$ cat src/source/fir_pkg.sv
`default_nettype none

package fir_pkg;

	localparam int unsigned SAMPLE_W = 16; // samples and coefficients, signed
	localparam int unsigned NUM_SEG = 2; // power of two only
	localparam int unsigned TAPS_PER_SEG = 4;
	localparam int unsigned NUM_TAPS = NUM_SEG * TAPS_PER_SEG;
	localparam int unsigned TAP_W = $clog2(NUM_TAPS);

	localparam int unsigned PART_W = 2 * SAMPLE_W + $clog2(TAPS_PER_SEG);
	localparam int unsigned TREE_STAGES = $clog2(NUM_SEG);
	localparam int unsigned SUM_W = PART_W + TREE_STAGES;
	localparam int unsigned Y_W = 32;

	localparam int unsigned CREDITS = 2; // granted by the consumer at reset
	localparam int unsigned CRED_W = $clog2(CREDITS + 1);

	// write port
	localparam int unsigned CFG_W = 32;
	localparam logic ADDR_COEF = 1'b0;
	localparam logic ADDR_SAMPLE = 1'b1;

	typedef union packed {
		struct packed {
			logic [CFG_W-TAP_W-SAMPLE_W-1:0] rsvd;
			logic [TAP_W-1:0] tap; // bits 18:16
			logic [SAMPLE_W-1:0] coef;
		} coef;
		struct packed {
			logic [CFG_W-SAMPLE_W-1:0] rsvd;
			logic [SAMPLE_W-1:0] sample;
		} smp;
	} cfg_word_u;

endpackage

`default_nettype wire

$ cat src/source/fir_cfg_decode.sv
`timescale 1ns/100ps
`default_nettype none

module fir_cfg_decode import fir_pkg::*; (
	input logic clk_i,
	input logic rst_ni,
	input logic valid_strobe_i,
	input logic [SAMPLE_W-1:0] sample_i,
	input logic cfg_we_i,
	input logic cfg_addr_i,
	input logic [CFG_W-1:0] cfg_wdata_i,
	input logic credit_ok_i,
	output logic accept_o,
	output logic [SAMPLE_W-1:0] acc_sample_o,
	output logic [NUM_TAPS-1:0][SAMPLE_W-1:0] coefs_o
);

	cfg_word_u wdata;
	logic strobe_q;
	logic strobe_edge;
	logic coef_we;
	logic inject;

	assign wdata = cfg_wdata_i;

	always_ff @(posedge clk_i, negedge rst_ni) begin
		if (!rst_ni) begin
			strobe_q <= 1'b0;
		end else begin
			strobe_q <= valid_strobe_i;
		end
	end

	assign strobe_edge = valid_strobe_i && !strobe_q;
	assign coef_we = cfg_we_i && (cfg_addr_i == ADDR_COEF);
	assign inject = cfg_we_i && (cfg_addr_i == ADDR_SAMPLE);

	// a write to the sample address wins over the strobe
	assign accept_o = (inject || strobe_edge) && credit_ok_i;
	assign acc_sample_o = inject ? wdata.smp.sample : sample_i;

	always_ff @(posedge clk_i, negedge rst_ni) begin
		if (!rst_ni) begin
			coefs_o <= '0;
		end else if (coef_we) begin
			coefs_o[wdata.coef.tap] <= wdata.coef.coef;
		end
	end

endmodule

`default_nettype wire

$ cat config.mk
export PLATFORM = sky130hd
export DESIGN_NAME = fir_cfg_decode
export DESIGN_NICKNAME = d
export VERILOG_FILES = /design/src/source/fir_pkg.sv /design/src/source/fir_cfg_decode.sv
export SDC_FILE = /design/constraint.sdc
export NUM_CORES = 1
export LEC_CHECK = 0
export ABC_AREA = 1
export BUFFER_PORTS_ARGS = -buffer_cell sky130_fd_sc_hd__buf_2
export CAP_MARGIN = 5
export CORE_ASPECT_RATIO = 0.5
export CORE_MARGIN = 2
export CORE_UTILIZATION = 45
export DETAILED_ROUTE_END_ITERATION = 6
export HOLD_SLACK_MARGIN = 0.03
export PLACE_DENSITY = 0.74
export SLEW_MARGIN = 20
export SYNTH_ARGS = -nofsm -noshare
export SYNTH_HDL_FRONTEND = slang
export SYNTH_SLANG_ARGS = --single-unit
$ cat constraint.sdc
create_clock -name clk_i -period 2.4 [get_ports clk_i]
set_clock_uncertainty 0.05 [all_clocks]
set_input_delay 0.48 -clock clk_i [delete_from_list [all_inputs] [get_ports clk_i]]
set_output_delay 0.48 -clock clk_i [all_outputs]
set_load 0.05 [all_outputs]
==> impl_metrics.tcl <==
set metrics [dict create \
    setup_violations 0 \
    cts_resized 0 \
    synth.most_common_cell "nand2_1" \
    vias 5079 \
    drt_iter0_markers 480 \
    vias_per_cell 5.06 \
    rsz0062_at_grt "false" \
    start_util 0.460 \
    ant_nets 0 \
    die_width_um 159 \
    synth-edff-count 0 \
    clockBufferDepth 2 \
    area_growth_syn_to_layout_pct 32.1 \
    pre_cts_ws_ns 0.350 \
    cap_violations 0 \
    grt_max_degree 49 \
    vdd_drop_max_v 0.000478 \
    n_antenna_cell 0 \
    drtPass1Iterations 5 \
    synth.area.top_cells "dfrtp_1, nand2_1, nand3_1, o21ai_0, clkbuf_1" \
    fmax_ghz 0.491 \
    fin_crit_sh 0.849 \
    clk_latency_ns 0.40 \
    fin_nets 879 \
    worst_setup_path_start_kind "input port" \
    crit_path_start "cfg_addr_i" \
    synth_seq_cells 129 \
    wirelength_mm 17.1 \
    synthTopCellsByCount "nand2_1, dfrtp_1, nand3_1" \
    track_usage 0.269 \
    syn_nets 694 \
    synthCells 640 \
    total_power_w 0.00827 \
    yosysUniqueCellTypes 18 \
    end_kind "primary output" \
    hold_start "valid_strobe_i" \
    regToRegSetupSlack_ns 1.68 \
    ys_async_sr_fraction 1.00 \
    fin_tns_setup_ns 0 \
    path_clk_slew_ns 0.06 \
    ios 199 \
    layout-drive-gt1-share 0.313 \
    dieArea_sq_mm 0.0130 \
    routedWlPerCell_um 17.0 \
    synth_top_area_frac 0.596 \
    grt_pass1_wl_mm 26.3 \
    critPathMaxFanout 10 \
    hp-class "input port to flip-flop" \
    hold_violations 0 \
    syn_area_sq_mm 0.00542 \
    r2r_start "coefs_o[99]$_DFFE_PN0P_" \
    worst_slack_ns 0.364 \
    tightest_slew_ns 0.521 \
    num_rows 28 \
    postLayoutCellArea_sq_mm 0.00715 \
    coreArea_sq_mm 0.0118 \
    cts_sinks 129 \
    die_y_um 81.6 \
    antenna_found_initial 0 \
    htreeDepth 4 \
    dp_hpwl_mm 11.7 \
    power_density_mw_per_mm2 1160 \
    relSlewSlack 0.653 \
    yosysWarningCount 0 \
    gr-total-overflow 0 \
    holdBufCountCts 1 \
    synthFlopType "dfrtp_1" \
    layout_min_cycle_time_ns 2.04 \
    dpl_cell_area_sq_mm 0.00656 \
    postSynthAreaPerCell_sq_um 8.46 \
    root_buffer "clkbuf_16" \
    cts-buffers-inserted 17 \
    path_class "input port to primary output" \
    status "finished clean" \
    cp_data_arrival_time_ns 1.51 \
    required_ns 1.87 \
    gp_congestion 0.851 \
    tritoncts "built" \
    yosysSeqAreaShare 0.596 \
    slew_violations 0 \
    grt_pass1_vias 4799 \
    leakage_nw 4.10 \
    drc 0 \
    synth.largest_area_cell "dfrtp_1" \
    portBuffers 185 \
    utilization 0.608 \
    postCtsSetupBuffers 0 \
]
==> state kept, by name (all words and copies together), names as in the netlist <==
register	count
coefs_o	128
strobe_q	1
==> cell usage in the layout, fill, tap and decap left out, drive strengths merged <==
cell,Yosys,layout
a21boi,1,1
buf,23,212
bufinv,0,2
clkbuf,24,17
clkinv,0,3
clkinvlp,0,6
dfrtp,129,129
dlygate4sd3,0,1
inv,7,11
nand2,328,328
nand3,85,85
nor2,11,11
o21ai,32,32
==> metal layers <==
| layer | share of wire | up-vias | track usage |
|---|---|---|---|
| met5 | 0 | - | 0 |
| met4 | 0.014 | 0 | 0.0800 |
| met3 | 0.081 | 19 | 0.0530 |
| met2 | 0.47 | 226 | 0.449 |
| met1 | 0.44 | 2444 | 0.365 |
| li1 | - | 2390 | - |
==> stage by stage <==
step                std cells  hold WS [ns]
floorplan                 640         0.134
global placement          970         0.400
detailed placement        970         0.404
CTS                      1003         0.132
global route             1003         0.131
finish                   1003         0.142
==> cell type report <==
| cell class | instances | area (sq um) |
|---|---|---|
| Fill cell | 1071 | 4620 |
| Multi-Input combinational cell | 457 | 1940 |
| Tap cell | 165 | 206 |
| Timing Repair Buffer | 213 | 1170 |
| Clock buffer | 17 | 425 |
| Inverter | 7 | 26.3 |
| Sequential cell | 129 | 3230 |
| Clock inverter | 15 | 159 |
==> worst max-delay path, cell delays in order <==
cell and delay [ns]:
buf_2 0.10, nand2_1 0.29, buf_4 0.25, nand2_1 0.07, nand2_1 0.06, buf_2 0.26
==> power by group <==
part / switching (W) / internal, W / leakage (nW)
clock network: 0.00101 / 0.00154 / 0.269
logic: 0.00231 / 0.000560 / 2.19
registers: 0.000244 / 0.00262 / 1.64
==> kinds of logic after synthesis <==
| kind of cell | count (synthesis) | synth area share |
|---|---|---|
| simple gates | 424 | 0.327 |
| flops | 129 | 0.596 |
| buf+inv | 54 | 0.0460 |
| compound gates | 33 | 0.0310 |
==> path summary, 6_finish.rpt <==
kind                                                 to  cells past startpoint
worst max register to register  coefs_o[99]$_DFFE_PN0P_                      2
worst min-delay path                 strobe_q$_DFF_PN0_                      1
min in group asynchronous       coefs_o[98]$_DFFE_PN0P_                      2
max in group asynchronous       coefs_o[41]$_DFFE_PN0P_                      3
worst max-delay path                    acc_sample_o[8]                      6
worst min register to register  coefs_o[71]$_DFFE_PN0P_                      2
Note: power is estimated with default switching activity, not from simulation.
