==> config.mk <==
export PLATFORM = sky130hd
export DESIGN_NAME = fir_segment
export DESIGN_NICKNAME = d
export VERILOG_FILES = /design/src/source/fir_pkg.sv /design/src/source/fir_segment.sv
export SDC_FILE = /design/constraint.sdc
export NUM_CORES = 2
export LEC_CHECK = 0
export ABC_AREA = 1
export BUFFER_PORTS_ARGS = -buffer_cell sky130_fd_sc_hd__buf_4
export CAP_MARGIN = 20
export CORE_ASPECT_RATIO = 0.9
export CORE_MARGIN = 2
export CORE_UTILIZATION = 33
export CTS_CLUSTER_DIAMETER = 60
export DETAILED_ROUTE_END_ITERATION = 10
export PLACE_DENSITY = 0.44
export SLEW_MARGIN = 20
export SYNTH_ARGS = -nofsm -noshare
export SYNTH_HDL_FRONTEND = slang
export SYNTH_SLANG_ARGS = --single-unit
export TNS_END_PERCENT = 30
==> constraint.sdc <==
create_clock -name clk_i -period 11.1 [get_ports clk_i]
set_input_delay 1.665 -clock clk_i [delete_from_list [all_inputs] [get_ports clk_i]]
set_output_delay 1.665 -clock clk_i [all_outputs]
set_load 0.01 [all_outputs]
==> src/source/fir_pkg.sv <==
`default_nettype none

package fir_pkg;

	localparam int unsigned SAMPLE_W = 16; // samples and coefficients, signed
	localparam int unsigned NUM_SEG = 2; // power of two only
	localparam int unsigned TAPS_PER_SEG = 4;
	localparam int unsigned NUM_TAPS = NUM_SEG * TAPS_PER_SEG;
	localparam int unsigned TAP_W = $clog2(NUM_TAPS);

	localparam int unsigned PART_W = 2 * SAMPLE_W + $clog2(TAPS_PER_SEG);
	localparam int unsigned TREE_STAGES = $clog2(NUM_SEG);
	localparam int unsigned SUM_W = PART_W + TREE_STAGES;
	localparam int unsigned Y_W = 32;

	localparam int unsigned CREDITS = 2; // granted by the consumer at reset
	localparam int unsigned CRED_W = $clog2(CREDITS + 1);

	// write port
	localparam int unsigned CFG_W = 32;
	localparam logic ADDR_COEF = 1'b0;
	localparam logic ADDR_SAMPLE = 1'b1;

	typedef union packed {
		struct packed {
			logic [CFG_W-TAP_W-SAMPLE_W-1:0] rsvd;
			logic [TAP_W-1:0] tap; // bits 18:16
			logic [SAMPLE_W-1:0] coef;
		} coef;
		struct packed {
			logic [CFG_W-SAMPLE_W-1:0] rsvd;
			logic [SAMPLE_W-1:0] sample;
		} smp;
	} cfg_word_u;

endpackage

`default_nettype wire

==> src/source/fir_segment.sv <==
`timescale 1ns/100ps
`default_nettype none

module fir_segment import fir_pkg::*; (
	input logic clk_i,
	input logic rst_ni,
	input logic accept_i,
	input logic [SAMPLE_W-1:0] sample_i,
	input logic [TAPS_PER_SEG-1:0][SAMPLE_W-1:0] coefs_i,
	output logic [SAMPLE_W-1:0] shift_o,
	output logic [PART_W-1:0] part_sum_o,
	output logic part_valid_o
);

	logic [TAPS_PER_SEG-1:0][SAMPLE_W-1:0] line_q; // [0] holds the newest sample
	logic acc_q;
	logic signed [PART_W-1:0] mac;

	always_ff @(posedge clk_i, negedge rst_ni) begin
		if (!rst_ni) begin
			line_q <= '0;
		end else if (accept_i) begin
			line_q <= {line_q[TAPS_PER_SEG-2:0], sample_i};
		end
	end

	// oldest sample moves on into the next segment
	assign shift_o = line_q[TAPS_PER_SEG-1];

	always_comb begin
		mac = '0;
		for (int k = 0; k < TAPS_PER_SEG; k++) begin
			mac = mac + $signed(line_q[k]) * $signed(coefs_i[k]);
		end
	end

	// line settles one cycle after the accept, sum follows
	always_ff @(posedge clk_i, negedge rst_ni) begin
		if (!rst_ni) begin
			acc_q <= 1'b0;
			part_valid_o <= 1'b0;
		end else begin
			acc_q <= accept_i;
			part_valid_o <= acc_q;
		end
	end

	always_ff @(posedge clk_i) begin
		if (acc_q) begin
			part_sum_o <= mac;
		end
	end

endmodule

`default_nettype wire

==> metrics.yaml <==
ff_latch_area_um2: 2674
multi_input_area_um2: 34520
syn_nets: 6863
synthFlopType: "dfrtp_1"
layout_commonest_cell: "inv_1"
clockBufferDepth: 2
clk_pin_slew_ns: 0.10
grt_overflow: 0
antenna_left: 0
cp.required_ns: 11.32
grt_pass1_vias: 33310
holdCritPathClass: "flop to flop"
antenna_found_initial: 4
vias_per_cell: 4.346
hold_viol: 0
clock_sinks: 100
chipHeight_um: 356.2
critical_path.top_delay_family: "adder cells"
slew_headroom_pct: 30.12
place_ws_ns: 0.9985
cts_resized: 0
grt_pass1_wl_um: 205800
setup_tns_ns: 0
gp_congestion: 0.8535
slowest_delay_ns: 0.82
synth-async-reset-ratio_pct: 66.00
max_cap_viol_count: 0
final_nets: 6777
finalSetupViolCount: 0
worstPathArrival_ns: 10.00
core_um2: 137200
fillers: 14510
route.detailed.drc: 0
drv_slew: 0
slowest_stage: "o21ai_0"
place_hpwl_um: 117400
crit_type: "input pin to flop"
synthCells: 5267
crit_top_cell: "fa_1"
wl_per_cell_um: 18.62
end_kind: "flop"
grtUsageTotal_pct: 19.64
grt_start_max_net_pins: 65
ys_warn_count: 0
clock-skew-final_ns: 0.01736
root_buffer: "clkbuf_16"
cts_buffers: 9
final_layout_size_suffix_gt1_share_pct: 4.416
layout_setup_ws_ns: 1.313
final.min_clock_period_ns: 9.787
dieWidth_um: 395.4
worstMarginPinSlew_ns: 1.037
syn-cell-area_um2: 45490
synthTopCellsByArea: "fa_1 56%, inv_1 16%, nand2_1 9.6%, ha_1 6.7%, dfrtp_1 3.6%"
pin_count: 134
finalCritPeriodShare_pct: 88.17
synth_edf_count: 34
synthDistinctLibCells: 38
vias: 30510
path_buf_inv: 7
outcome: "completed"
synth_top_cell_by_area: "fa_1"
max_freq_mhz: 102.2
start_kind: "input pin"
synthToLayoutAreaGrowth_pct: 6.332
dp.cells: 7004
io_buffers: 133
ctsHoldBuffers: 0
fin_cells: 7021
placement_rows: 129
wirelength_um: 130700
htree_num_levels: 3
yosys.area.top_type_share_pct: 55.85
cts_tree: "done"
clk_latency_ns: 0.46
grt_setup_unrepaired: "false"
postCtsSetupBuffers: 0
cp_max_fo: 16
drt-initial-drc-count: 1613
dr.pass1.iters: 5
initial_utilization_pct: 33.16
avgSynthCellArea_um2: 8.636
ys_seq_area_share_pct: 5.875
final_cell_mix: "1,908 x inv_1, 1,269 x fa_1, 1,168 x nand2_1, 244 x ha_1, 186 x buf_4"
dieArea_um2: 140800
ys_ff_latch: 100
-- logic make-up (layout without fill, tap and decap cells) --
kind of cell               count (synthesis)  after routing  share of synthesized area, %
muxes                                     12             12                        0.2971
xor gates and xnor gates                  34             34                        0.6546
AOI/OAI and AO/OA                        118            118                         1.428
buffers and inverters                   2193           2112                         18.23
other                                      0              1                             0
DFF                                      100            100                         5.875
adders and majority gates               1513           1513                         62.56
and+or+nand+nor                         1297           1297                         10.95
-- sequential cells by signal, indices dropped and copies added, names as in the netlist --
| signal | count |
|---|---|
| acc_q | 1 |
| line_q | 48 |
| part_sum_o | 34 |
| part_valid_o | 1 |
| shift_o | 16 |
-- synth_stat cells, types with 2 or more instances --
cell type	n
a21boi_0	2
a21boi_1	2
a21o_1	4
a21oi_1	44
a21oi_2	2
a31oi_1	3
buf_4	16
clkbuf_1	266
dfrtp_1	66
edfxtp_1	34
fa_1	1269
ha_1	244
inv_1	1908
inv_2	2
mux2_2	12
nand2_1	1168
nand2_2	6
nand2b_1	2
nand3_1	30
nand3b_1	5
nand4_1	2
nor2_1	75
nor3_1	3
nor3_2	2
o21a_1	2
o21ai_0	47
o21ai_1	5
o21bai_1	2
o221ai_1	3
xnor2_1	11
xor2_1	23
-- through the flow --
step	utilization [%]	area (um2)	hold slack (ns)
2_1_floorplan	-	45490	0.6597
3_3_place_gp	35.03	48060	0.5197
3_5_place_dp	35.03	48060	0.5409
4_1_cts	35.25	48370	0.5641
5_1_grt	35.25	48370	0.6002
6_report	35.25	48370	0.5505
-- final timing paths --
path,startpoint,end,slack (ns),depth (start not counted)
max,coefs_i[16],part_sum_o[28],1.31,27
min,line_q[45],line_q[45],0.55,2
max reg2reg,line_q[31],part_sum_o[28],1.99,27
min reg2reg,line_q[45],line_q[45],0.55,2
max in group asynchronous,rst_ni,acc_q,8.63,2
min in group asynchronous,rst_ni,line_q[10],1.19,1
-- worst register-to-register path, delay by kind of cell, from the launching register on --
family | cells | cell delay, ns
and+or+nand+nor | 9 | 1.38
buffers and inverters | 7 | 1.00
adders and majority gates | 11 | 5.82
DFF | 1 | 0.67
-- final cells by class --
type | count | share of cell area [%]
Antenna cell | 1 | 0.005174
Inverter | 1910 | 14.82
Clock inverter | 7 | 0.1733
Multi-Input combinational cell | 2974 | 71.37
Clock buffer | 9 | 0.4656
Tap cell | 1834 | 4.744
Timing Repair Buffer | 186 | 2.887
Sequential cell | 100 | 5.528
-- layer usage --
layer	wire [um]	up-vias	GRT usage, %	share of wire [%]
met2	65300	558	33.75	50
met4	1754	0	2.760	1.3
met3	5973	66	2.653	4.6
li1	-	13940	-	-
met5	0	-	0	0
met1	57690	15950	27.07	44
Power is left out: the tool's default activity adds up to more than one toggle a clock period on the data nets, which glitch-free logic cannot reach.
