===== config.mk =====
export PLATFORM = sky130hd
export DESIGN_NAME = fir_adder_tree
export DESIGN_NICKNAME = d
export VERILOG_FILES = /design/src/source/fir_pkg.sv /design/src/source/fir_adder_tree.sv
export SDC_FILE = /design/constraint.sdc
export NUM_CORES = 1
export LEC_CHECK = 0
export BUFFER_PORTS_ARGS = -buffer_cell sky130_fd_sc_hd__clkbuf_2
export CORE_MARGIN = 2
export CORE_UTILIZATION = 28
export DETAILED_ROUTE_END_ITERATION = 10
export GPL_TIMING_DRIVEN = 1
export MAX_ROUTING_LAYER = met4
export PLACE_DENSITY = 0.61
export SYNTH_ARGS = -nofsm -noshare
export SYNTH_HDL_FRONTEND = slang
export SYNTH_SLANG_ARGS = --single-unit
export TNS_END_PERCENT = 1

===== constraint.sdc =====
create_clock -name clk_i -period 0.8 [get_ports clk_i]
set_clock_uncertainty 0.15 [all_clocks]
set_input_delay 0.16 -clock clk_i [delete_from_list [all_inputs] [get_ports clk_i]]
set_output_delay 0.16 -clock clk_i [all_outputs]
set_load 0.01 [all_outputs]

===== src/source/fir_pkg.sv =====
`default_nettype none

package fir_pkg;

	localparam int unsigned SAMPLE_W = 16; // samples and coefficients, signed
	localparam int unsigned NUM_SEG = 2; // power of two only
	localparam int unsigned TAPS_PER_SEG = 4;
	localparam int unsigned NUM_TAPS = NUM_SEG * TAPS_PER_SEG;
	localparam int unsigned TAP_W = $clog2(NUM_TAPS);

	localparam int unsigned PART_W = 2 * SAMPLE_W + $clog2(TAPS_PER_SEG);
	localparam int unsigned TREE_STAGES = $clog2(NUM_SEG);
	localparam int unsigned SUM_W = PART_W + TREE_STAGES;
	localparam int unsigned Y_W = 32;

	localparam int unsigned CREDITS = 2; // granted by the consumer at reset
	localparam int unsigned CRED_W = $clog2(CREDITS + 1);

	// write port
	localparam int unsigned CFG_W = 32;
	localparam logic ADDR_COEF = 1'b0;
	localparam logic ADDR_SAMPLE = 1'b1;

	typedef union packed {
		struct packed {
			logic [CFG_W-TAP_W-SAMPLE_W-1:0] rsvd;
			logic [TAP_W-1:0] tap; // bits 18:16
			logic [SAMPLE_W-1:0] coef;
		} coef;
		struct packed {
			logic [CFG_W-SAMPLE_W-1:0] rsvd;
			logic [SAMPLE_W-1:0] sample;
		} smp;
	} cfg_word_u;

endpackage

`default_nettype wire


===== src/source/fir_adder_tree.sv =====
`timescale 1ns/100ps
`default_nettype none

module fir_adder_tree import fir_pkg::*; (
	input logic clk_i,
	input logic rst_ni,
	input logic [NUM_SEG-1:0][PART_W-1:0] part_sum_i,
	input logic [NUM_SEG-1:0] part_valid_i,
	output logic [SUM_W-1:0] sum_o,
	output logic sum_valid_o
);

	logic [SUM_W-1:0] leaf [NUM_SEG];
	logic [SUM_W-1:0] node_q [NUM_SEG-1]; // heap order, node 0 is the root
	logic [TREE_STAGES-1:0] vld_q;

	always_comb begin
		for (int i = 0; i < NUM_SEG; i++) begin
			leaf[i] = SUM_W'($signed(part_sum_i[i])); // sign extend
		end
	end

	for (genvar n = 0; n < NUM_SEG - 1; n++) begin : g_node
		if (2 * n + 1 >= NUM_SEG - 1) begin : g_bottom
			always_ff @(posedge clk_i) begin
				node_q[n] <= leaf[2*n+2-NUM_SEG] + leaf[2*n+3-NUM_SEG];
			end
		end else begin : g_inner
			always_ff @(posedge clk_i) begin
				node_q[n] <= node_q[2*n+1] + node_q[2*n+2];
			end
		end
	end

	// segments run in lockstep, so all valids rise together
	always_ff @(posedge clk_i, negedge rst_ni) begin
		if (!rst_ni) begin
			vld_q <= '0;
		end else begin
			vld_q[0] <= &part_valid_i;
			for (int s = 1; s < TREE_STAGES; s++) begin
				vld_q[s] <= vld_q[s-1];
			end
		end
	end

	assign sum_o = node_q[0];
	assign sum_valid_o = vld_q[TREE_STAGES-1];

endmodule

`default_nettype wire


==> run metrics <==
Antenna diodes=0; number of iterations in the first detailed-routing pass=4; Nets=666; Worst setup startpoint=part_sum_i[34]; average wire per cell in the routed design=between 10 and 15 um; sequential cell area fraction in the yosys report=25.8%; register bit total from synthesis=36; met3 global-route usage=roughly 2.9%; syn avg cell area=a little over 8 sq um; remaining global-route overflow=0; antenna-violating nets left=0; Num CTS Buffers=5; worst ir drop on vdd=about 0.74 mV; gate count of the mapped netlist=346; met2 Use GR=a little under 30%; placeable core region=9770 sq um; Period Utilization, post-route=240%; sort of element at the end of the critical path=register; relative slew slack=about three quarters; std cell rows=36; Setup TNS=-37.08 ns; worst path required time=~0.84 ns; Area Growth Syn to Fin=68.1%; fraction of layout cells with a size suffix above 1=50.0%; number of unique standard cell types used by synthesis=58; number of hold violations in the final report=2; post-synth design cell area=2810 sq um; setup repair after global routing missed its margin=true; total wire length=9.65 mm; Core Util, Final=48.3%; area of the die=10,800 sq um; antenna violations before repair=0; die extent in x=approximately 100 um; Top Usage Layer GRT=met2; final weighted congestion in routability-driven placement=0.937; Hold Worst Slack=-0.0766 ns; vias per cell=4.85; die height=104 um; clk sink count=36; via count of the first global-routing pass=3,368; failing checks=negative hold slack, negative setup slack; clock root buffer=clkbuf_8; most common flop cell mapped by yosys=dfxtp_1; hold bufs inserted after CTS=1; global-route wire length before repair=about 16 mm; final worst setup slack=-1.12 ns; Async SR Flop Fraction=under 10%; Net Count, Synth=453; status=finished, violations left; maximum count of clock buffers along a single path=2; Tightest Hold Check Type=in -> reg; Min Clock Period, post-route=roughly 1.9 ns; CP Class=in -> reg; maximum number of pins on one net before global-route repair=12; post-detail-place hpwl=7.94 mm; met1 GRT Util=22.9%; launching element type of the critical path=input port; number of I/O pins=roughly 110; highest achievable clock rate=521 MHz; drt initial violations=about 190; pin slew with the least headroom to its limit=0.375 ns; initial core utilization=28.7%; global-route usage over all layers=18.3%; Residual DRC=0; I/O Buffers=approximately 110; critical path endpoint=node_q[0][34]; number of H-tree branching levels=2; maxcap violations=0; reported leakage power=2.29 nW; EDFF count, synth=0; vias after detailed routing=about 3.4k; clock tree from TritonCTS=built; worst path arrival time=a little under 2 ns; total count of max-transition violations in the final report=0; Yosys warning count=0; highest fanout seen on the critical path=4; power density over cell area=1660 nW/um^2; # setup viols final=70; clock-pin slew reported for the worst setup and hold paths after clock tree synthesis=0.08 ns; start point of the worst min-delay path=part_sum_i[0]
[logic make-up after synthesis]
group,Yosys count,share of synthesized area [%]
flops,36,25.8
mux,1,0.357
simple gates,105,18.1
compound gates,115,27.2
fa+ha+maj,35,15.9
xor+xnor,27,8.42
buf+inv,27,4.14
[layout by cell type (no fill, tap or decap), types with 14 or more instances in the layout]
| master | synthesis | routed |
|---|---|---|
| a21oi_1 | 33 | 23 |
| buf_2 | 1 | 20 |
| buf_4 | 0 | 113 |
| buf_6 | 1 | 14 |
| clkbuf_2 | 0 | 71 |
| dfxtp_1 | 35 | 20 |
| dfxtp_2 | 0 | 15 |
| ha_1 | 34 | 29 |
| nand2_1 | 26 | 26 |
| nor2_1 | 30 | 29 |
| xnor2_1 | 18 | 18 |
[sequential cells by signal, summed over array words and instances (netlist names)]
| name | flops |
|---|---|
| sum_valid_o | 1 |
| node_q | 35 |
[worst min path at each step]
| stage | to | slack [ns] | cells after the start |
|---|---|---|---|
| 2_1_floorplan | sum_valid_o | -0.29 | 0 |
| 3_3_place_gp | sum_valid_o | -0.22 | 1 |
| 3_5_place_dp | sum_valid_o | -0.21 | 1 |
| 4_1_cts | sum_valid_o | -0.08 | 2 |
| 5_1_grt | node_q[0][0] | -0.08 | 2 |
| 6_report | node_q[0][0] | -0.08 | 2 |
[layout make-up]
| cell class | count | area (sq um) |
|---|---|---|
| clock buffer | 7 | 96.3 |
| sequential | 36 | 744 |
| inverter | 12 | 45.0 |
| multi-input combinational | 283 | 2140 |
| tap | 133 | 166 |
| timing repair buffer | 221 | 1500 |
| fill | 963 | 5050 |
| clock inverter | 1 | 30.0 |
[layer usage]
layer  up-vias  wire, um
li1       1684         -
met1      1559      4260
met2        97      4680
met3        18       488
met4         0       223
met5         -         0
[cell usage after synthesis (all sizes together) (2+ instances only)]
cell type | n | area [sq um]
dfxtp | 35 | 701
a21oi | 34 | 174
ha | 34 | 425
nor2 | 30 | 113
nand2 | 26 | 97.6
o21ai | 25 | 125
xnor2 | 18 | 158
clkbuf | 12 | 45.0
inv | 12 | 45.0
a21o | 11 | 82.6
nand4 | 10 | 62.6
xor2 | 9 | 78.8
nor3 | 8 | 40.0
o21a | 8 | 60.1
nand3 | 7 | 35.0
a211oi | 6 | 60.1
nand2b | 5 | 31.3
and3 | 4 | 26.3
o21bai | 4 | 30.0
a21boi | 3 | 22.5
a31oi | 3 | 18.8
and2 | 3 | 18.8
nor2b | 3 | 18.8
o211ai | 3 | 22.5
or3 | 3 | 18.8
a211o | 2 | 17.5
a221oi | 2 | 17.5
buf | 2 | 16.3
[stage by stage]
stage	hold slack (ns)	setup slack, ns	area [sq um]	power, W	std cells
finish	-0.0766	-1.12	4720	0.00783	693
floorplan	-0.286	-1.38	2850	0.00397	346
detailed placement	-0.214	-1.61	4310	0.00562	682
CTS	-0.0751	-1.14	4610	0.00766	693
global route	-0.0827	-1.23	4720	0.00832	693
global placement	-0.215	-1.57	4310	0.00557	682
[worst max-delay path, cell delays in order]
cell	delay, ns
buf_8	0.07
ha_4	0.12
inv_2	0.03
fa_2	0.33
nand2b_4	0.15
a21o_1	0.19
a211oi_4	0.29
o21a_1	0.17
nand2b_4	0.13
a21oi_2	0.06
o31a_1	0.24
[what timing repair did]
item	4_1_cts	5_1_grt
pin swaps	16	1
endpoints found under the setup margin	70	70
endpoints found under the hold margin	3	2
buffers inserted	2	0
resized for setup	35	62
[power by group]
| group | total (W) | internal (W) | switching, W |
|---|---|---|---|
| combinational | 0.00363 | 0.00194 | 0.00169 |
| sequential | 0.00236 | 0.00222 | 0.000139 |
| clock | 0.00184 | 0.00110 | 0.000735 |
Note: power is estimated with default switching activity, not from simulation.
