[src/source/fir_pkg.sv]
`default_nettype none

package fir_pkg;

	localparam int unsigned SAMPLE_W = 16; // samples and coefficients, signed
	localparam int unsigned NUM_SEG = 2; // power of two only
	localparam int unsigned TAPS_PER_SEG = 4;
	localparam int unsigned NUM_TAPS = NUM_SEG * TAPS_PER_SEG;
	localparam int unsigned TAP_W = $clog2(NUM_TAPS);

	localparam int unsigned PART_W = 2 * SAMPLE_W + $clog2(TAPS_PER_SEG);
	localparam int unsigned TREE_STAGES = $clog2(NUM_SEG);
	localparam int unsigned SUM_W = PART_W + TREE_STAGES;
	localparam int unsigned Y_W = 32;

	localparam int unsigned CREDITS = 2; // granted by the consumer at reset
	localparam int unsigned CRED_W = $clog2(CREDITS + 1);

	// write port
	localparam int unsigned CFG_W = 32;
	localparam logic ADDR_COEF = 1'b0;
	localparam logic ADDR_SAMPLE = 1'b1;

	typedef union packed {
		struct packed {
			logic [CFG_W-TAP_W-SAMPLE_W-1:0] rsvd;
			logic [TAP_W-1:0] tap; // bits 18:16
			logic [SAMPLE_W-1:0] coef;
		} coef;
		struct packed {
			logic [CFG_W-SAMPLE_W-1:0] rsvd;
			logic [SAMPLE_W-1:0] sample;
		} smp;
	} cfg_word_u;

endpackage

`default_nettype wire

[src/source/fir_result.sv]
`timescale 1ns/100ps
`default_nettype none

module fir_result import fir_pkg::*; (
	input logic clk_i,
	input logic rst_ni,
	input logic [SUM_W-1:0] sum_i,
	input logic sum_valid_i,
	input logic accept_i,
	input logic credit_i,
	output logic credit_ok_o,
	output logic [Y_W-1:0] y_o,
	output logic y_valid_o
);

	logic [CRED_W-1:0] cnt_q; // credits still available

	always_ff @(posedge clk_i, negedge rst_ni) begin
		if (!rst_ni) begin
			y_o <= '0;
			y_valid_o <= 1'b0;
		end else begin
			y_valid_o <= sum_valid_i;
			if (sum_valid_i) begin
				y_o <= sum_i[Y_W-1:0]; // low word only
			end
		end
	end

	// reserve on accept, release on returned credit
	always_ff @(posedge clk_i, negedge rst_ni) begin
		if (!rst_ni) begin
			cnt_q <= CRED_W'(CREDITS);
		end else begin
			case ({accept_i, credit_i})
				2'b10: cnt_q <= cnt_q - 1'b1;
				2'b01: cnt_q <= cnt_q + 1'b1;
				default: cnt_q <= cnt_q; // none or both
			endcase
		end
	end

	assign credit_ok_o = (cnt_q != '0);

endmodule

`default_nettype wire

[config.mk]
export PLATFORM = sky130hd
export DESIGN_NAME = fir_result
export DESIGN_NICKNAME = d
export VERILOG_FILES = /design/src/source/fir_pkg.sv /design/src/source/fir_result.sv
export SDC_FILE = /design/constraint.sdc
export NUM_CORES = 1
export LEC_CHECK = 0
export BUFFER_PORTS_ARGS = -buffer_cell sky130_fd_sc_hd__buf_4
export CAP_MARGIN = 20
export CORE_ASPECT_RATIO = 1.2
export CORE_MARGIN = 5
export CORE_UTILIZATION = 45
export DETAILED_ROUTE_END_ITERATION = 12
export HOLD_SLACK_MARGIN = 0.12
export PLACE_DENSITY = 0.79
export RECOVER_POWER = 25
export SYNTH_ARGS = -nofsm -noshare
export SYNTH_HDL_FRONTEND = slang
export SYNTH_SLANG_ARGS = --single-unit
[constraint.sdc]
create_clock -name clk_i -period 1.1 [get_ports clk_i]
set_input_delay 0.22 -clock clk_i [delete_from_list [all_inputs] [get_ports clk_i]]
set_output_delay 0.22 -clock clk_i [all_outputs]
set_load 0.02 [all_outputs]
==> impl_metrics.csv, run 1 <==
group,metric,value,unit
cts,clock-sinks,35,
logic_synthesis,postSynthAreaPerCell,18.9,um2
sta,hold_viol_final,0,
cells_and_area,fin_area,2670,um2
sta,fmax,768,MHz
logic_synthesis,synth_area,1470,um2
status,violations,"negative setup slack",
cells_and_area,area_growth,81.2,%
logic_synthesis,ys_warn_count,0,
route,vias,1133,
sta,setup_viol_count_final,8,
floorplan,fp.dieArea,4520,um2
logic_synthesis,synthFlopType,"dfrtp_1",
global_route,grt_pass1_vias,1251,
worst_setup_path,r2r-end,"cnt_q[1]",
cts,path_clk_slew,0.09,ns
route,wl_per_cell,17.3,um
sta,period_minus_slack,1.30,ns
worst_setup_path,worst_setup_path_end_kind,"primary output",
power_and_ir_drop,powerDensity,1320,nW/um2
sta,rsz0062_at_grt,"yes",
logic_synthesis,synth.most_common_cell,"dfrtp_1",
placement,io_buffer_count,70,
placement,place_ws,0.0477,ns
worst_setup_path,critPathArrivalTime,1.08,ns
logic_synthesis,synth_nets,119,
route,wirelength,4190,um
floorplan,fp-row-count,22,
min_path,worstHoldPathCells,3,
global_route,use_met1,21.1,%
worst_setup_path,start_kind,"register",
cts,cts_htree_levels,2,
placement,dpl_cell_area,2020,um2
logic_synthesis,synth_edf_count,0,
route,drtIter0Drc,23,
cells_and_area,seqCellArea,877,um2
global_route,top_usage_layer,"met2",
worst_setup_path,worst_path_max_delay_cell,"dfstp_2",
power_and_ir_drop,peakVddDrop,1130,uV
worst_setup_path,cp_max_fo,2,
min_path,whs_endpoint,"cnt_q[0]",
cells_and_area,fillers,132,
global_route,grt_overflow,0,
sta,final.period_utilization,118,%
flow_run,drv_cap,0,
logic_synthesis,ys_seq_area_share,59.5,%
route,drt-vias-per-instance,4.66,
route,drt_pass1_iterations,4,
sta,final.setup.worst_slack,-0.202,ns
worst_setup_path,crit_path_cell_trace,"or2_4 > buf_6",
cts,clk_latency,0.33,ns
logic_synthesis,ys_seq_elements,35,
sta,slew_headroom,57.3,%
route,drcViolationCount,0,
min_path,holdCritStartpoint,"credit_i",
cells_and_area,fin_util,85.9,%
cts,cts_tree,"built",
logic_synthesis,syn_inst,78,
global_route,grt_max_degree,36,
floorplan,die_w,62.2,um
worst_setup_path,rr_worst_depth,5,
sta,drv_slew,0,
cts,cts.path.max_buffers,2,
global_route,grt_pass1_wl,6720,um
worst_setup_path,r2r-start,"cnt_q[0]",
logic_synthesis,ys_types,12,
worst_setup_path,slowest_delay,0.54,ns
floorplan,coreArea,3110,um2
worst_setup_path,rrSetupSlack,-0.06,ns
cells_and_area,nNetsFinal,247,
global_route,use_met3,7.40,%
sta,hold_ws,0.252,ns
cells_and_area,num_antenna_cells,0,
cts,cts-buffers-inserted,5,
logic_synthesis,synth_top_area_cell,"dfrtp_1",
cells_and_area,multiInputGateArea,534,um2
placement,gp_congestion,0.703,
cts,cts_root_buffer,"clkbuf_4",
worst_setup_path,crit_type,"register to primary output",
logic_synthesis,synth_top_area_share,57.7,%
global_route,grt_use_total,19.8,%
logic_synthesis,synth_common_cells,"dfrtp_1, mux2_4, buf_12",
worst_setup_path,worstPathRequired,0.88,ns
floorplan,io_pins,74,
floorplan,start_util,47.4,%
floorplan,fp.dieH,72.7,um
route,antenna_left,0,
global_route,antenna_found_initial,0,
logic_synthesis,ys_async_sr_fraction,100,%
sta,worst-slew-pin-transition,0.641,ns
min_path,hold_path_class,"primary input to register",
sta,clock-skew-final,0.00000391,ns
power_and_ir_drop,p_total,3520,uW
cells_and_area,drive_gt1_share,64.3,%
logic_synthesis,yosys-top-cells-area,"dfrtp_1, mux2_4, buf_12, dfstp_2, mux2_2",
placement,dp_hpwl,2310,um
power_and_ir_drop,power.leakage,0.00135,uW
status,outcome,"finished, violations left",
global_route,use_met2,36.3,%
flip-flops by register name, summed over array words and instances, names as in the netlist:
register   flops
y_o           32
cnt_q          2
y_valid_o      1
report_power, final:
| part | internal [uW] | switching (uW) | leakage [uW] |
|---|---|---|---|
| logic | 815 | 495 | 0.000913 |
| registers | 1460 | 116 | 0.000408 |
| clock network | 254 | 379 | 0.0000265 |
| total | 2530 | 989 | 0.00135 |
kinds of logic after synthesis:
family,Yosys count,share of synthesized area (%)
DFF,35,59.5
muxes,32,32.1
buffers and inverters,5,5.09
xor gates and xnor gates,3,1.78
and+or+nand+nor,2,0.679
adders and majority gates,1,0.849
per-layer routing:
| layer | vias to the layer above | wire length (um) | share of wire (%) |
|---|---|---|---|
| li1 | 521 | - | - |
| met1 | 550 | 1540 | 37 |
| met2 | 57 | 2320 | 55 |
| met3 | 5 | 287 | 6.8 |
| met4 | 0 | 46 | 1.1 |
| met5 | - | 0 | 0 |
placed cells by master (no fill, tap or decap):
cell type      instances
xor2_2                 1
nor2_2                 1
or2_4                  1
clkbuf_4               6
xnor2_1                1
dfstp_2                1
mux2_4                30
mux2_2                 2
buf_4                 54
xor2_1                 1
clkbuf_2               1
ha_1                   1
dlygate4sd3_1         33
buf_6                 35
buf_12                 1
dfrtp_1               34
inv_1                  1
clkbuf_1               3
repair_timing:
| item | CTS | global route |
|---|---|---|
| resized for setup | 34 | 4 |
| hold buffers | 31 | 2 |
| setup buffers | 11 | 8 |
| pin swaps | 1 | 2 |
| hold endpoints to repair | 64 | 2 |
| setup endpoints to repair | 33 | 35 |
stage by stage:
stage / cells / setup TNS, ns
final: 243 / -0.302
after global routing: 243 / -1.79
after CTS: 233 / -0.493
after detailed placement: 183 / 0
after global placement: 183 / 0
after floorplan: 78 / 0
layout make-up:
class / instances / share of cell area (%)
clock buffer: 8 / 1.83
inverter: 1 / 0.141
multi-input combinational: 38 / 20.0
sequential: 35 / 32.8
tap: 36 / 1.69
timing repair buffer: 125 / 43.5
worst max-delay path: cells and delay by family (launching register included):
| family | cells | cell delay (ns) |
|---|---|---|
| buffers and inverters | 1 | 0.10 |
| DFF | 1 | 0.54 |
| and+or+nand+nor | 1 | 0.11 |
worst max path at each step:
stage	start	to	cells after the start
5_1_grt	cnt_q[0]	credit_ok_o	2
4_1_cts	cnt_q[1]	credit_ok_o	2
2_1_floorplan	cnt_q[0]	credit_ok_o	1
6_report	cnt_q[1]	credit_ok_o	2
3_3_place_gp	cnt_q[0]	credit_ok_o	2
3_5_place_dp	accept_i	cnt_q[1]	5
No activity file was read; power rests on OpenSTA's default activity.
==> inputs of run 2 (changes only) <==
REMOVE_ABC_BUFFERS = 1   (was not set)
==> run 2 against run 1 <==
  * The run still ends with negative setup slack left
  * Sequential power about the same
  * Highest routed layer unchanged
  * Critical path type unchanged
  * Via count about the same
  * Global-route usage fell by 1.4 points
  * Register-to-register slack gained 0.11 ns
  * Power grew 6.3%
  * Utilization is 1.9 points higher
  * First-iteration DRC count is 100% higher
==> impl_metrics.csv, run 2 (same netlist as run 1, synthesis figures left out) <==
group,metric,value,unit
status,outcome,"finished, violations left",
status,violations,"negative setup slack",
global_route,grt_use_total,18.4,%
cells_and_area,largestRegisters,"y_o: 32 flops, cnt_q: 2 flops, y_valid_o: 1 flops",
worst_setup_path,crit_type,"register to primary output",
power_and_ir_drop,pwr-share-comb,33.9,%
sta,setup_viol_count_final,28,
global_route,use_met1,20.7,%
global_route,top_usage_layer,"met2",
cells_and_area,drive_gt1_share,65.3,%
route,drtIter0Drc,46,
power_and_ir_drop,p_int,2730,uW
global_route,grt_max_degree,36,
route,antenna_left,0,
cts,cts_tree,"built",
power_and_ir_drop,powerDensity,1370,nW/um2
cts,cts_htree_levels,2,
power_and_ir_drop,p_total,3740,uW
cts,cts.path.max_buffers,2,
placement,gp_congestion,0.684,
cells_and_area,largest_register_ffs,32,
cells_and_area,nNetsFinal,254,
worst_setup_path,worstPathRequired,0.88,ns
floorplan,fp-row-count,22,
placement,io_buffer_count,70,
route,drcViolationCount,0,
power_and_ir_drop,power_frac_seq,42.1,%
cts,cts_root_buffer,"clkbuf_4",
cells_and_area,final_common_cell,"buf_4",
cts,path_clk_slew,0.11,ns
sta,drv_slew,0,
floorplan,start_util,47.4,%
global_route,grt_overflow,0,
global_route,antenna_found_initial,0,
sta,slew_headroom,50.4,%
sta,rsz0062_at_grt,"yes",
power_and_ir_drop,peakVddDrop,1060,uV
worst_setup_path,cp_max_fo,2,
route,wirelength,4020,um
power_and_ir_drop,switching_share,27.0,%
sta,period_minus_slack,1.33,ns
sta,final.setup.worst_slack,-0.235,ns
sta,final.period_utilization,121,%
placement,placed_cells,183,
flow_run,drv_cap,0,
floorplan,fp.dieH,72.7,um
cts,clk_latency,0.35,ns
sta,clock-skew-final,0.000276,ns
floorplan,io_pins,74,
route,vias,1132,
route,drt_pass1_iterations,4,
cts,clock-sinks,35,
route,wl_per_cell,16.1,um
power_and_ir_drop,p_switching,1010,uW
cells_and_area,area_growth,85.2,%
worst_setup_path,start_kind,"register",
floorplan,die_w,62.2,um
global_route,use_met2,31.8,%
placement,dp_hpwl,2270,um
min_path,hold_path_class,"primary input to register",
cells_and_area,instances_no_fill,249,
sta,fmax,749,MHz
cells_and_area,num_antenna_cells,0,
power_and_ir_drop,power.share.clock,23.9,%
sta,hold_viol_final,0,
route,drt-vias-per-instance,4.55,
cells_and_area,fin_area,2730,um2
placement,place_ws,0.0640,ns
worst_setup_path,critPathArrivalTime,1.11,ns
sta,worst-slew-pin-transition,0.744,ns
cells_and_area,top_register,"y_o",
global_route,use_met3,7.24,%
global_route,grt_pass1_vias,1252,
cells_and_area,fillers,134,
global_route,grt_pass1_wl,6350,um
placement,dpl_cell_area,2020,um2
worst_setup_path,worst_setup_path_end_kind,"primary output",
floorplan,fp.dieArea,4520,um2
power_and_ir_drop,power.leakage,0.00139,uW
cts,cts-buffers-inserted,5,
cells_and_area,layout_common_cells,"buf_4, dfrtp_1, buf_6",
floorplan,coreArea,3110,um2
-- run 2: cell count changes in the layout (fill, tap and decap cells not counted) --
| cell | delta |
|---|---|
| buf_2 | +1 |
| buf_4 | +8 |
| buf_6 | -1 |
| bufinv_16 | +1 |
| clkbuf_1 | -2 |
| clkbuf_4 | -1 |
| nor2_1 | +1 |
| nor2_2 | -1 |
| xor2_1 | +1 |
| xor2_2 | -1 |
-- run 2: power by group through the flow --
stage	combinational, uW	clock, uW	sequential [uW]
detailed placement	909	0	1570
global placement	893	0	1570
CTS	1200	883	1570
global route	1350	967	1600
finish	1270	896	1580
floorplan	292	0	1720
-- run 2: routing by layer --
metal / share of wire (%) / up-vias
li1: - / 531
met3: 7.4 / 6
met1: 36 / 551
met4: 1.2 / 0
met2: 55 / 44
met5: 0 / -
-- run 2: repair_timing --
action / CTS / global route
endpoints found under the setup margin: 33 / 35
pin swaps: 1 / 0
setup buffers: 13 / 13
endpoints found under the hold margin: 67 / 0
gates resized for setup: 34 / 1
hold buffers: 33 / 0
-- run 2: layout make-up --
| type | count | area [um2] | area share [%] |
|---|---|---|---|
| multi-input cells | 38 | 524 | 19.2 |
| repair buffers | 132 | 1210 | 44.3 |
| well taps | 36 | 45.0 | 1.65 |
| clock buffers | 6 | 41.3 | 1.51 |
| flip-flops and latches | 35 | 877 | 32.1 |
| clock inverters | 1 | 30.0 | 1.10 |
| inverters | 1 | 3.75 | 0.137 |
-- run 2: final timing paths --
check	startpoint	end	slack [ns]	cells past startpoint
max in group asynchronous	rst_ni	y_o[19]	0.17	2
worst max-delay path	cnt_q[1]	credit_ok_o	-0.23	2
min in group asynchronous	rst_ni	y_o[9]	0.45	2
worst max register to register	y_o[9]	y_o[9]	0.05	3
worst min-delay path	credit_i	cnt_q[0]	0.19	3
worst min register to register	y_o[8]	y_o[8]	0.55	1
-- run 2: worst max-delay path, cell delays in order (launching register included) --
cell,delay (ns)
dfstp_2,0.55
or2_4,0.11
buf_6,0.10
-- run 2: through the flow --
stage / util (%) / setup TNS, ns / hold slack, ns
after global placement: 65.0 / 0 / 0.185
final: 87.8 / -0.745 / 0.191
after global routing: 87.8 / -2.08 / 0.209
after floorplan: - / 0 / -0.0756
after detailed placement: 65.0 / 0 / 0.187
after CTS: 85.1 / -0.569 / 0.191
==> inputs of run 3 (changes only) <==
CTS_BUF_LIST = sky130_fd_sc_hd__clkbuf_4 sky130_fd_sc_hd__clkbuf_8   (was not set)
==> run 3 against run 2 <==
  * The run still ends with negative setup slack left
  * Hold slack gained 0.0020 ns
  * Highest routed layer unchanged
  * Design area grew 0.14%
  * Utilization grew 0.12 points
  * Critical endpoint unchanged
  * Sequential share of layout area is essentially flat
==> impl_metrics.csv, run 3 (same netlist as run 1, synthesis figures left out) <==
group,metric,value,unit
cts,cts-buffers-inserted,5,
worst_setup_path,rr_worst_depth,3,
min_path,whs_endpoint,"cnt_q[0]",
sta,slew_headroom,50.7,%
min_path,worstHoldPathCells,3,
worst_setup_path,worstPathRequired,0.88,ns
power_and_ir_drop,powerDensity,1380,nW/um2
cts,clk_latency,0.35,ns
cells_and_area,top_register,"y_o",
route,antenna_left,0,
cells_and_area,fin_util,87.9,%
sta,final.period_utilization,121,%
sta,setup_viol_count_final,27,
placement,gp_congestion,0.684,
worst_setup_path,worst_setup_path_end_kind,"primary output",
min_path,holdCritStartpoint,"credit_i",
route,wirelength,4010,um
global_route,grt_use_total,18.4,%
cts,cts_root_buffer,"clkbuf_4",
placement,io_buffer_count,70,
floorplan,fp-row-count,22,
sta,clock-skew-final,0.000600,ns
floorplan,coreArea,3110,um2
sta,worst-slew-pin-transition,0.740,ns
global_route,grt_pass1_vias,1249,
cells_and_area,drive_gt1_share,65.7,%
cells_and_area,largestRegisters,"y_o: 32 flops, cnt_q: 2 flops, y_valid_o: 1 flops",
min_path,hold_path_class,"primary input to register",
worst_setup_path,crit_path_cell_trace,"or2_4 > buf_6",
route,wl_per_cell,16.1,um
sta,final.setup.worst_slack,-0.229,ns
cells_and_area,area_growth,85.5,%
worst_setup_path,start_kind,"register",
flow_run,drv_cap,0,
placement,placed_cells,183,
cells_and_area,num_antenna_cells,0,
cells_and_area,fillers,133,
global_route,grt_max_degree,36,
cells_and_area,final_common_cell,"buf_4",
worst_setup_path,crit_type,"register to primary output",
cts,cts_htree_levels,2,
worst_setup_path,slowest_delay,0.55,ns
floorplan,start_util,47.4,%
power_and_ir_drop,peakVddDrop,1090,uV
placement,dp_hpwl,2270,um
worst_setup_path,critPathArrivalTime,1.11,ns
worst_setup_path,cp_max_fo,2,
cts,cts.path.max_buffers,2,
worst_setup_path,critPathLaunch,"cnt_q[1]",
route,drt-vias-per-instance,4.56,
status,violations,"negative setup slack",
cells_and_area,nNetsFinal,254,
route,vias,1136,
sta,rsz0062_at_grt,"yes",
cells_and_area,layout_common_cells,"buf_4, dfrtp_1, buf_6",
cts,clock-sinks,35,
floorplan,fp.dieH,72.7,um
floorplan,io_pins,74,
worst_setup_path,r2r-end,"y_o[9]",
sta,hold_viol_final,0,
global_route,grt_overflow,0,
worst_setup_path,worst_path_max_delay_cell,"dfstp_2",
cells_and_area,instances_no_fill,249,
global_route,antenna_found_initial,0,
cells_and_area,largest_register_ffs,32,
route,drcViolationCount,0,
route,drtIter0Drc,42,
floorplan,die_w,62.2,um
sta,fmax,753,MHz
sta,drv_slew,0,
worst_setup_path,rrSetupSlack,0.05,ns
floorplan,fp.dieArea,4520,um2
sta,period_minus_slack,1.33,ns
global_route,grt_pass1_wl,6370,um
route,drt_pass1_iterations,2,
cts,path_clk_slew,0.11,ns
cts,cts_tree,"built",
status,outcome,"finished, violations left",
power_and_ir_drop,power.leakage,0.00139,uW
worst_setup_path,r2r-start,"y_o[9]",
-- run 3: cell count changes in the layout (fill, tap and decap cells not counted) --
cell      before  now
clkbuf_1       1    0
clkbuf_4       5    6
-- run 3: what timing repair did --
item                       4_1_cts  5_1_grt
hold buffers                    33        0
pin swaps                        1        0
hold endpoints to repair        67        0
setup endpoints to repair       33       35
buffers inserted                13       13
gates resized for setup         34        1
-- run 3: cell type report --
cell class	count	area (um2)	area share (%)
clock buffer	6	45.0	1.65
clock inverter	1	30.0	1.10
inverter	1	3.75	0.137
multi-input combinational	38	524	19.2
sequential	35	877	32.1
tap	36	45.0	1.65
timing repair buffer	132	1210	44.2
-- run 3: per-stage QoR --
step,power (uW),setup TNS [ns],cell area [um2],hold slack (ns),setup WS [ns]
floorplan,2010,0,1400,-0.0756,0.142
global placement,2460,0,2020,0.185,0.0856
detailed placement,2480,0,2020,0.187,0.0640
CTS,3680,-0.580,2650,0.190,-0.233
global route,3940,-2.12,2730,0.205,-0.269
finish,3760,-0.638,2730,0.193,-0.229
-- run 3: worst max path at each step --
stage / slack [ns] / end / cells after the start
6_report: -0.23 / credit_ok_o / 2
5_1_grt: -0.27 / credit_ok_o / 2
4_1_cts: -0.23 / credit_ok_o / 2
3_5_place_dp: 0.06 / cnt_q[1] / 6
3_3_place_gp: 0.09 / credit_ok_o / 2
2_1_floorplan: 0.14 / credit_ok_o / 1
-- run 3: metal layers --
layer	wire length, um	global-route usage [%]
met3	288	7.24
met5	0	0
met4	47	5.78
met2	2210	31.8
met1	1470	20.9
-- run 3: worst max-delay path, delay by kind of cell, from the launching register on --
kind                   cells  cell delay [ns]
buffers and inverters      1             0.10
DFF                        1             0.55
and+or+nand+nor            1             0.11
-- run 3: power by group --
part           leakage [uW]  switching, uW  total [uW]  internal, uW
clock             0.0000417            422         915           493
sequential         0.000408            116        1580          1460
combinational      0.000944            466        1270           803
total               0.00139           1000        3760          2750
